### src/logic/link_8b9b_pkg.sv
// 8b9b link constants
// Word and sample geometry, buffer sizes and the receive FSM encoding
// shared by the transmitter, receiver, frame store and top level

package link_8b9b_pkg;

	// Line format
	localparam int word_width      = 8;  // Data bits per word, LSB first on the line
	localparam int idle_gap_bits   = 8;  // Minimum high bits between frames

	// Receiver sampling
	localparam int sample_count    = 4;  // Line samples per clock, bit 0 earliest
	localparam int phase_width     = 2;  // Selects one of sample_count phases

	// Buffering
	localparam int tx_fifo_depth   = 16; // Byte entries queued for transmit
	localparam int max_frame_words = 16; // Largest frame the store accepts
	localparam int frame_len_width = 5;  // Holds 0..max_frame_words

	// Receive FSM
	// Start seen in idle, one settle cycle, then word_width shifts and a
	// commit cycle that also samples the separator bit
	typedef enum logic [1:0] {
		rx_idle    = 2'b00, // Armed by enable, watching for the start edge
		rx_once    = 2'b01, // Phase pipeline fills
		rx_receive = 2'b10, // Shifting data bits
		rx_commit  = 2'b11  // Word out, separator decides next state
	} rx_state_t;

endpackage

### src/logic/tx_8b9b.sv
// 8b9b transmitter
// Byte FIFO with a last flag per entry, plus a serializer that sends one
// whole frame at a time: start bit, then byte LSB first and separator,
// one line bit per clock, then an idle gap of at least idle_gap_bits
`timescale 1ns/1ps

module tx_8b9b (
	input  logic                                   clk,
	input  logic                                   sync_reset,
	input  logic [link_8b9b_pkg::word_width-1:0]   tx_data,
	input  logic                                   tx_write, // One-cycle strobe
	input  logic                                   tx_last,  // Byte closes the frame
	output logic                                   tx_full,
	output logic                                   line_out
);

	// FIFO storage, entry is {last, byte}
	logic [link_8b9b_pkg::word_width:0] fifo_mem [link_8b9b_pkg::tx_fifo_depth];
	logic [$clog2(link_8b9b_pkg::tx_fifo_depth)-1:0] wr_ptr;
	logic [$clog2(link_8b9b_pkg::tx_fifo_depth)-1:0] rd_ptr;
	logic [$clog2(link_8b9b_pkg::tx_fifo_depth+1)-1:0] fifo_count;
	logic [$clog2(link_8b9b_pkg::tx_fifo_depth+1)-1:0] last_count; // Whole frames queued
	logic [link_8b9b_pkg::word_width:0] head;
	logic push;
	logic pop;
	logic pop_last;

	// Serializer
	logic sending;
	logic [$clog2(link_8b9b_pkg::word_width+1)-1:0] bit_idx;
	logic [$clog2(link_8b9b_pkg::idle_gap_bits+1)-1:0] gap_count;
	logic [link_8b9b_pkg::word_width-1:0] shift_reg;
	logic cur_last; // Separator for the byte in flight
	logic gap_done;
	logic start_frame;
	logic next_byte;

	assign tx_full  = fifo_count == link_8b9b_pkg::tx_fifo_depth;
	assign push     = tx_write && !tx_full; // Writes while full are dropped
	assign head     = fifo_mem[rd_ptr];
	assign gap_done = gap_count == link_8b9b_pkg::idle_gap_bits;

	// Only start once a complete frame sits in the FIFO, so the bytes
	// behind the start bit are guaranteed to be there back to back
	assign start_frame = !sending && gap_done && (last_count != '0);
	// Separator 0 means the following byte loads in the same cycle
	assign next_byte   = sending && (bit_idx == link_8b9b_pkg::word_width) && !cur_last;
	assign pop         = start_frame || next_byte;
	assign pop_last    = pop && head[link_8b9b_pkg::word_width];

	always_ff @(posedge clk) begin
		if (push) begin
			fifo_mem[wr_ptr] <= {tx_last, tx_data};
		end
	end

	// Pointers wrap naturally, depth is a power of two
	always_ff @(posedge clk) begin
		if (sync_reset) begin
			wr_ptr     <= '0;
			rd_ptr     <= '0;
			fifo_count <= '0;
			last_count <= '0;
		end else begin
			if (push) wr_ptr <= wr_ptr + 1'b1;
			if (pop) rd_ptr <= rd_ptr + 1'b1;
			fifo_count <= fifo_count + push - pop;
			last_count <= last_count + (push && tx_last) - pop_last;
		end
	end

	always_ff @(posedge clk) begin
		if (sync_reset) begin
			sending   <= 1'b0;
			bit_idx   <= '0;
			gap_count <= '0;
			cur_last  <= 1'b0;
			line_out  <= 1'b1; // Idle line is high
		end else if (!sending) begin
			line_out <= 1'b1;
			if (!gap_done) begin
				gap_count <= gap_count + 1'b1;
			end else if (start_frame) begin
				line_out  <= 1'b0; // Start bit
				sending   <= 1'b1;
				bit_idx   <= '0;
				shift_reg <= head[link_8b9b_pkg::word_width-1:0];
				cur_last  <= head[link_8b9b_pkg::word_width];
			end
		end else if (bit_idx != link_8b9b_pkg::word_width) begin
			line_out  <= shift_reg[0]; // LSB first
			shift_reg <= shift_reg >> 1;
			bit_idx   <= bit_idx + 1'b1;
		end else begin
			line_out <= cur_last; // Separator
			if (cur_last) begin
				sending   <= 1'b0;
				gap_count <= '0; // Gap counts from the bit after the separator
			end else begin
				bit_idx   <= '0;
				shift_reg <= head[link_8b9b_pkg::word_width-1:0];
				cur_last  <= head[link_8b9b_pkg::word_width];
			end
		end
	end

endmodule

### src/logic/oversampled_rx_8b9b.sv
// 8b9b receiver for a 4x oversampled SDR ISERDES front end
// Finds the falling start edge among the samples, fixes the sample phase
// one sample after it, then shifts out words and flags the frame end
// from the separator bit
`timescale 1ns/1ps

module oversampled_rx_8b9b (
	input  logic                                      clk,
	input  logic                                      sync_reset,
	input  logic [link_8b9b_pkg::sample_count-1:0]    line_samples, // Bit 0 arrives first
	input  logic                                      enable,
	output logic [link_8b9b_pkg::word_width-1:0]      word_out,
	output logic                                      word_write,
	output logic                                      frame_complete
);

	link_8b9b_pkg::rx_state_t state;

	logic all_high; // Registered, no low sample last cycle
	logic [link_8b9b_pkg::phase_width-1:0] first_low;
	logic [link_8b9b_pkg::phase_width-1:0] start_phase;
	logic [link_8b9b_pkg::phase_width-1:0] phase; // Latched at start
	logic [link_8b9b_pkg::sample_count-1:0] r_samples;
	logic line_bit; // Recovered bit, one per clock
	logic [link_8b9b_pkg::word_width-1:0] shift_reg;
	logic [$clog2(link_8b9b_pkg::word_width)-1:0] bit_count;

	// Index of the earliest low sample, highest index loses
	always_comb begin
		first_low = '0;
		for (int i = link_8b9b_pkg::sample_count - 1; i >= 0; i--) begin
			if (!line_samples[i]) first_low = i[link_8b9b_pkg::phase_width-1:0];
		end
	end

	// Sampling pipeline
	always_ff @(posedge clk) begin
		all_high    <= &line_samples;
		start_phase <= first_low + 1'b1; // One sample later, last index wraps to 0
		r_samples   <= line_samples;
		// Phase 0 is the sample after the wrap and sits a cycle later
		// than the others, so take it live to line all phases up
		line_bit    <= (phase == '0) ? line_samples[0] : r_samples[phase];
	end

	always_ff @(posedge clk) begin
		if (sync_reset) begin
			state          <= link_8b9b_pkg::rx_idle;
			word_write     <= 1'b0;
			frame_complete <= 1'b0;
		end else begin
			word_write     <= 1'b0;
			frame_complete <= 1'b0;
			case (state)
				link_8b9b_pkg::rx_idle: begin
					if (enable && !all_high) begin // Start bit seen
						phase     <= start_phase;
						bit_count <= ($clog2(link_8b9b_pkg::word_width))'(link_8b9b_pkg::word_width - 1);
						state     <= link_8b9b_pkg::rx_once;
					end
				end
				link_8b9b_pkg::rx_once: begin
					state <= link_8b9b_pkg::rx_receive; // line_bit now uses the new phase
				end
				link_8b9b_pkg::rx_receive: begin
					shift_reg <= {line_bit, shift_reg[link_8b9b_pkg::word_width-1:1]};
					bit_count <= bit_count - 1'b1;
					if (bit_count == '0) state <= link_8b9b_pkg::rx_commit;
				end
				link_8b9b_pkg::rx_commit: begin
					word_out   <= shift_reg;
					word_write <= 1'b1;
					bit_count  <= ($clog2(link_8b9b_pkg::word_width))'(link_8b9b_pkg::word_width - 1);
					if (line_bit) begin // Separator 1 ends the frame
						frame_complete <= 1'b1;
						state          <= link_8b9b_pkg::rx_idle;
					end else begin
						state <= link_8b9b_pkg::rx_receive;
					end
				end
				default: state <= link_8b9b_pkg::rx_idle;
			endcase
		end
	end

endmodule

### src/logic/rx_frame_store.sv
// Received frame buffer
// Collects words of one frame, then holds it with its length until the
// reader acknowledges. Frames that overflow or end while one is held are
// dropped whole and counted
`timescale 1ns/1ps

module rx_frame_store (
	input  logic                                         clk,
	input  logic                                         sync_reset,
	input  logic [link_8b9b_pkg::word_width-1:0]         word_in,
	input  logic                                         word_write,
	input  logic                                         frame_complete, // With the final word
	input  logic [link_8b9b_pkg::frame_len_width-1:0]    rd_addr,
	input  logic                                         frame_ack,
	output logic [link_8b9b_pkg::word_width-1:0]         rd_data,
	output logic                                         frame_ready,
	output logic [link_8b9b_pkg::frame_len_width-1:0]    frame_len,
	output logic [7:0]                                   drop_count
);

	logic [link_8b9b_pkg::word_width-1:0] frame_mem [link_8b9b_pkg::max_frame_words];
	logic [link_8b9b_pkg::frame_len_width-1:0] wr_index; // Next free slot
	logic discard;    // Current frame already lost
	logic index_full;
	logic word_fits;

	assign index_full = wr_index == link_8b9b_pkg::max_frame_words;
	// A word is kept only if nothing is held and the frame is still clean
	assign word_fits  = !frame_ready && !discard && !index_full;

	// Memory is a power of two deep, so the low address bits index it
	always_ff @(posedge clk) begin
		if (word_write && word_fits) begin
			frame_mem[wr_index[link_8b9b_pkg::frame_len_width-2:0]] <= word_in;
		end
	end

	// Registered read, out of range reads return zero
	always_ff @(posedge clk) begin
		if (rd_addr < link_8b9b_pkg::max_frame_words) begin
			rd_data <= frame_mem[rd_addr[link_8b9b_pkg::frame_len_width-2:0]];
		end else begin
			rd_data <= '0;
		end
	end

	always_ff @(posedge clk) begin
		if (sync_reset) begin
			wr_index    <= '0;
			discard     <= 1'b0;
			frame_ready <= 1'b0;
			drop_count  <= '0;
		end else begin
			if (frame_ack) frame_ready <= 1'b0; // Falls the cycle after ack

			if (word_write) begin
				if (word_fits) begin
					wr_index <= wr_index + 1'b1;
				end else begin
					discard <= 1'b1; // Overflow, or frame arrived while one is held
				end

				if (frame_complete) begin
					// Index restarts for the next frame whatever happens
					wr_index <= '0;
					discard  <= 1'b0;
					if (word_fits) begin
						frame_ready <= 1'b1;
						frame_len   <= wr_index + 1'b1; // Count includes the final word
					end else if (drop_count != 8'hff) begin
						drop_count <= drop_count + 1'b1; // Saturates
					end
				end
			end
		end
	end

endmodule

### src/logic/link_8b9b_top.sv
// 8b9b link top level
// Transmitter, oversampled receiver and frame store. The serial loop
// from line_out back to line_samples is closed outside this block
`timescale 1ns/1ps

module link_8b9b_top (
	input  logic                                         clk,
	input  logic                                         sync_reset,

	// Transmit side
	input  logic [link_8b9b_pkg::word_width-1:0]         tx_data,
	input  logic                                         tx_write,
	input  logic                                         tx_last,
	output logic                                         tx_full,
	output logic                                         line_out,

	// Receive side
	input  logic [link_8b9b_pkg::sample_count-1:0]       line_samples,
	input  logic                                         enable,

	// Frame reader
	input  logic [link_8b9b_pkg::frame_len_width-1:0]    rd_addr,
	output logic [link_8b9b_pkg::word_width-1:0]         rd_data,
	output logic                                         frame_ready,
	output logic [link_8b9b_pkg::frame_len_width-1:0]    frame_len,
	input  logic                                         frame_ack,
	output logic [7:0]                                   drop_count
);

	// Receiver to frame store
	logic [link_8b9b_pkg::word_width-1:0] word_out;
	logic word_write;
	logic frame_complete;

	tx_8b9b u_tx (
		.clk        (clk),
		.sync_reset (sync_reset),
		.tx_data    (tx_data),
		.tx_write   (tx_write),
		.tx_last    (tx_last),
		.tx_full    (tx_full),
		.line_out   (line_out)
	);

	oversampled_rx_8b9b u_rx (
		.clk            (clk),
		.sync_reset     (sync_reset),
		.line_samples   (line_samples),
		.enable         (enable),
		.word_out       (word_out),
		.word_write     (word_write),
		.frame_complete (frame_complete)
	);

	rx_frame_store u_store (
		.clk            (clk),
		.sync_reset     (sync_reset),
		.word_in        (word_out),
		.word_write     (word_write),
		.frame_complete (frame_complete),
		.rd_addr        (rd_addr),
		.frame_ack      (frame_ack),
		.rd_data        (rd_data),
		.frame_ready    (frame_ready),
		.frame_len      (frame_len),
		.drop_count     (drop_count)
	);

endmodule

### config.mk
export PLATFORM = sky130hd
export DESIGN_NAME = link_8b9b_top
export DESIGN_NICKNAME = d
export VERILOG_FILES = /design/src/logic/link_8b9b_pkg.sv /design/src/logic/tx_8b9b.sv /design/src/logic/oversampled_rx_8b9b.sv /design/src/logic/rx_frame_store.sv /design/src/logic/link_8b9b_top.sv
export SDC_FILE = /design/constraint.sdc
export NUM_CORES = 1
export LEC_CHECK = 0
export BUFFER_PORTS_ARGS = -buffer_cell sky130_fd_sc_hd__buf_2
export CORE_MARGIN = 4
export CORE_UTILIZATION = 55
export CTS_CLUSTER_SIZE = 10
export DETAILED_ROUTE_END_ITERATION = 7
export GPL_TIMING_DRIVEN = 0
export PLACE_DENSITY_LB_ADDON = 0.2
export SYNTH_ARGS = -nofsm -noshare
export SYNTH_HDL_FRONTEND = slang
export SYNTH_SLANG_ARGS = --single-unit
### constraint.sdc
create_clock -name clk -period 10.1 [get_ports clk]
set_clock_uncertainty 0.2 [all_clocks]
set_input_delay 1.515 -clock clk [delete_from_list [all_inputs] [get_ports clk]]
set_output_delay 1.515 -clock clk [all_outputs]
set_load 0.02 [all_outputs]
======== After elaboration in Yosys (flattened, before gate mapping) ========
Memories as Yosys holds them, arrays and structs flattened. A register that Yosys moved wholly into a read port is not among the register bits.
Cells that the tools add are included.
word-level totals
  register bits ........................... 90
  latch bits .............................. 0
  RAM bits ................................ 272
  bits in read-only memories .............. 0
  bits of input ports ..................... 23
  output and inout port bits .............. 24
  word-level logic and storage cells ...... 161
  memories ................................ 2
cells by class
  $add $sub $neg .......................... 12
  multiply operators ...................... 0
  div/mod/pow operators ................... 0
  magnitude comparators ................... 2
  equal/unequal tests ..................... 16
  shifts and indexed selects .............. 0
  multiplexer cells ....................... 57
  bitwise gates (word level) .............. 3
  reduce and logical (&&, ||, !) cells .... 43
memory list
  name               depth  width  read ports  clocked after memory_dff  wr ports  RTL line              source
  u_tx.fifo_mem      16     9      1           1                         1         tx_8b9b.sv:18         logic [link_8b9b_pkg::word_width:0] fifo_mem [link_8b9b_pkg::tx_fifo_depth];
  u_store.frame_mem  16     8      1           1                         1         rx_frame_store.sv:21  logic [link_8b9b_pkg::word_width-1:0] frame_mem [link_8b9b_pkg::max_frame_words];
operators by type and width
  kind                 number
  $mux 4               11
  $mux 8               5
  $mux 1               28
  $add 4x1->4 const B  4
  $reduce_and 4->1     4
  $reduce_and 3->1     5
  $mux 2               7
  $logic_and 1x1->1    11
  $add 5x1->5          2
  $eq 5x5->1 const B   2
  $mux 5               2
  $reduce_and 2->1     5
  $sub 5x1->5          2
  $pmux 3 s3           1
  $add 8x1->8 const B  1
  $eq 4x4->1 const B   2
  $logic_not 1->1      8
  $ne 8x8->1 const B   1
  $pmux 2 s4           1
  $ne 2x1->1 const B   3
  $ne 2x2->1 const B   3
  $reduce_bool 2->1    3
  $add 5x1->5 const B  1
  $lt 5x5->1 const B   1
  other kinds (16)     20

======== Depth between registers and ports, before layout ========
  depth after elaboration ................. 6
  depth in mapped cells ................... 14
  gate-level depth less buffers ........... 13

======== By module ========
Synthesis repeated with hierarchy kept, for this count alone.
unflattened totals
  cells, all modules ...................... 885
  area total of the unflattened synthesis .. 14946.8 µm²
modules (own cells, without submodules)
  module               times used  cells an instance  area each (µm²)  seq. area each (µm²)
  tx_8b9b              1           452                7596.0           5225.0
  rx_frame_store       1           371                6284.8           4454.3
  oversampled_rx_8b9b  1           62                 1066.0           850.8

======== Worst setup path before layout ========
No wires, ideal clock.
  path type ............................... register to register
  from .................................... reg with a tool-made name
  to ...................................... reg u_tx.last_count[4] (netlist name)
  setup time .............................. 0.070 ns
  arrival ................................. 3.202 ns
  required time ........................... 9.830 ns
  setup slack ............................. 6.628 ns
  stages on the path, launching flop included .. 13
  buffers on the path ..................... 1
  clock period less this slack ............ 3.472 ns
  path through ............................ dfxtp_1 -> buf_2 -> mux4_2 -> mux4_2 -> and2_1 -> ha_1 -> inv_1 -> ha_1 -> fa_1 -> a21oi_1 -> nor2_1 -> or3_1 -> a21oi_1
RTL lines
  item                    RTL line       source
  end signal: assignment  tx_8b9b.sv:68  last_count <= last_count + (push && tx_last) - pop_last;
  end: declaration        tx_8b9b.sv:22  logic [$clog2(link_8b9b_pkg::tx_fifo_depth+1)-1:0] last_count;

==> metrics.md <==
| Metric | Value |
|---|---|
| Run status | `finished, final reports clean` |
| Register bit count reported by yosys | `around 370` |
| CTS Hold Bufs | `0` |
| Die Span X | `~170 um` |
| Post-CTS Setup Bufs | `0` |
| First-pass GRT wire length | `approximately 44000 um` |
| Number of top-level pins | `47` |
| Fin cells | `1289` |
| Seq/Total Area, Yosys | `71.7%` |
| Netlist cell types | `52` |
| Wirelength per Cell | `around 21 um` |
| Hold path endpoint | `u_rx.phase[0]` |
| Area contributors post-synth | `edfxtp_1, mux4_2, dfxtp_1` |
| Row Count | `between 50 and 60` |
| Share of cells above drive strength 1 | `between 20 and 25%` |
| Area grow syn2layout | `13.0%` |
| CTS H-tree lvls | `2` |
| Worst skew pair latency | `around 540 ps` |
| Worst setup path class | `flop to flop` |
| Family with the most delay on the worst path | `multiplexers` |
| Initial Utilization | `56.1%` |
| Layout Nets | `between 900 and 1000` |
| CTS resizes | `0` |
| Post-synth ARST share | `0%` |
| Biggest register | `u_tx.fifo_mem` |
| DRC | `0` |
| Primary FF master, synth | `edfxtp_1` |
| Vias in the first global route | `between 7000 and 8000` |
| Crit share post-route | `37.1%` |
| Critical path's largest stage delay | `about 550 ps` |
| Leak pwr | `~5.5 nW` |
| Hold path depth | `0` |
| Mapped cell area | `14700 um2` |
| HPWL Detailed | `17900 um` |
| Clock slew at reported path FFs | `60 ps` |
| CP Launch Type | `flop` |
| Routed Wire Length | `27500 um` |
| Routed vias/inst | `5.83` |
| Synth warnings | `0` |
| Placed Cells incl. Taps | `1222` |
| Area leader, netlist | `edfxtp_1` |
| Buf+Inv Stages, Crit Path | `2` |
| Post-Syn Instances | `844` |
| Slew margin rel. | `roughly 14%` |
| EDFF count, synth | `306` |
| Pre-antenna DRT Iters | `6` |
| F_max | `267 MHz` |
| Worst reg2reg setup slack | `~6400 ps` |
| Full die area | `about 29000 um2` |
| Post-synth top area share | `62.5%` |
| Min Clock Period, post-route | `between 3000 and 4000 ps` |
| Core ar. | `26200 um2` |
| Vias | `approximately 7500` |
| FF-to-FF path depth | `12` |
| Max_cap viols | `0` |
| Critical Path RT | `10350 ps` |
| Clock Path Buffers | `3` |
| Clock sinks | `373` |
| Crit. path cell count | `12` |
| Crit path cell chain | `buf_2, mux4_2, mux4_2, and2_1, ha_1, inv_1, ha_1, fa_1, a21oi_1, nor2_1, or3_1, a21oi_1` |
| Crit-path max FO | `8` |
| Post-Syn Nets | `between 800 and 900` |
| Slowest CP cell | `mux4_2` |
| Initial DRC Count | `600` |
| Syn_area_per_cell | `approximately 17 um2` |
| Total GRT Usage | `between 15 and 20%` |
| Worst Tran Pin Value | `approximately 1300 ps` |
| R2R Path End | `u_tx.last_count[4]` |
| Worst Hold Launch | `u_rx.start_phase[0]` |
| Port bufs | `43` |
| Initial antenna violation count | `1` |
| Num CTS Buffers | `43` |
| CP Capture Type | `flop` |
| Total gr overflow | `0` |
| Largest net degree at the start of global routing | `18` |
| Min-delay worst type | `flop to flop` |
| VDD IR-drop max | `approximately 0.00015 V` |
| Die Ht | `between 150 and 200 um` |
| Endpoints failing setup | `0` |
| Fillers | `~1800` |
| Root buf cell | `clkbuf_16` |
| Data arrival time of the critical path | `about 4000 ps` |
| Largest register FFs | `between 100 and 150` |
| Post-DRT Antenna Nets | `0` |
| Pwr/cell area | `just under 200 nW/um2` |
| RSZ-0062 raised after global routing | `false` |
| Setup_tns | `0 ps` |
| RD Place Congestion | `roughly 0.84` |
| Fin. max-slew vios | `0` |
| Fin. Hold Viols | `0` |
| TritonCTS clock tree | `yes` |
## routing by layer
| metal | vias up | track usage, % | routed length (um) |
|---|---|---|---|
| li1 | 3452 | - | - |
| met1 | 3796 | 26.5 | 11600 |
| met2 | 226 | 33.2 | 14000 |
| met3 | 47 | 3.22 | 1410 |
| met4 | 0 | 4.72 | 507 |
| met5 | - | 0 | 0 |
## report_power, final
part | switching [mW] | internal [mW] | total, mW
Sequential | 0.0174 | 1.70 | 1.71
Combinational | 0.111 | 0.0904 | 0.202
Clock | 0.564 | 0.810 | 1.37
## through the flow
step / power, mW / utilization, % / area, um2 / hold WS (ps) / setup WS [ps]
finish: 3.29 / 63.3 / 16600 / 205 / 6350
global route: 3.41 / 63.3 / 16600 / 225 / 6170
CTS: 3.31 / 63.3 / 16600 / 204 / 6320
detailed placement: 1.95 / 58.6 / 15400 / 194 / 6060
global placement: 1.94 / 58.5 / 15300 / 188 / 6050
floorplan: 1.89 / - / 14700 / 186 / 6630
## cells in the mapped netlist, types with 4 or more instances
master	instances
nand2_1	27
xor2_1	6
or3_1	6
xnor2_1	9
a2111oi_0	8
nand3_1	13
mux2_2	4
buf_4	4
a311oi_1	7
buf_1	8
buf_2	7
nor2b_1	26
edfxtp_1	306
and2_1	8
nor4_1	6
nor3_1	13
mux4_2	79
mux2i_1	8
o21ai_0	16
dfxtp_1	67
a31oi_1	4
clkbuf_1	18
nand2b_1	7
nor2_1	58
ha_1	27
inv_1	33
a21oi_1	30
a21o_1	5
## logic make-up (layout without fill, tap and decap cells)
kind of cell	after synthesis	after routing	synth area share, %
xor gates and xnor gates	15	15	0.894
adders and majority gates	29	29	2.57
AOI/OAI and AO/OA	82	82	3.52
other	0	1	0
buffers and inverters	72	181	2.06
muxes	91	91	13.0
DFF	373	373	71.7
and+or+nand+nor	182	182	6.33
## area by class of cell
class	count	area [um2]	area share (%)
diodes	1	2.50	0.0151
plain buffers	39	179	1.08
clock buffers	62	1150	6.91
clock inverters	4	85.1	0.513
inverters	33	124	0.746
multi-input cells	399	3890	23.5
flip-flops and latches	373	10500	63.4
well taps	335	419	2.53
repair buffers	43	215	1.30
## worst max path at each step
| stage | from | to | slack, ps |
|---|---|---|---|
| after CTS | flop | u_tx.last_count[4] | 6320 |
| after global placement | sync_reset | u_tx.shift_reg[4] | 6050 |
| after global routing | flop | u_tx.last_count[4] | 6170 |
| after detailed placement | sync_reset | u_tx.shift_reg[4] | 6060 |
| final | flop | u_tx.last_count[4] | 6350 |
| after floorplan | flop | u_tx.last_count[4] | 6630 |
## layout by cell type, fill, tap and decap left out, drive strengths merged, types with 7 or more instances in the layout
cell	count
a2111oi	8
and2	9
nand2	27
nor3	13
nor2b	26
a21oi	30
o21ai	17
inv	34
nand3	13
xnor2	9
mux2i	8
ha	27
edfxtp	306
a311oi	7
nand2b	7
clkbuf	81
mux4	79
nor2	58
buf	63
dfxtp	67
Power figures use the tool's default switching activity.
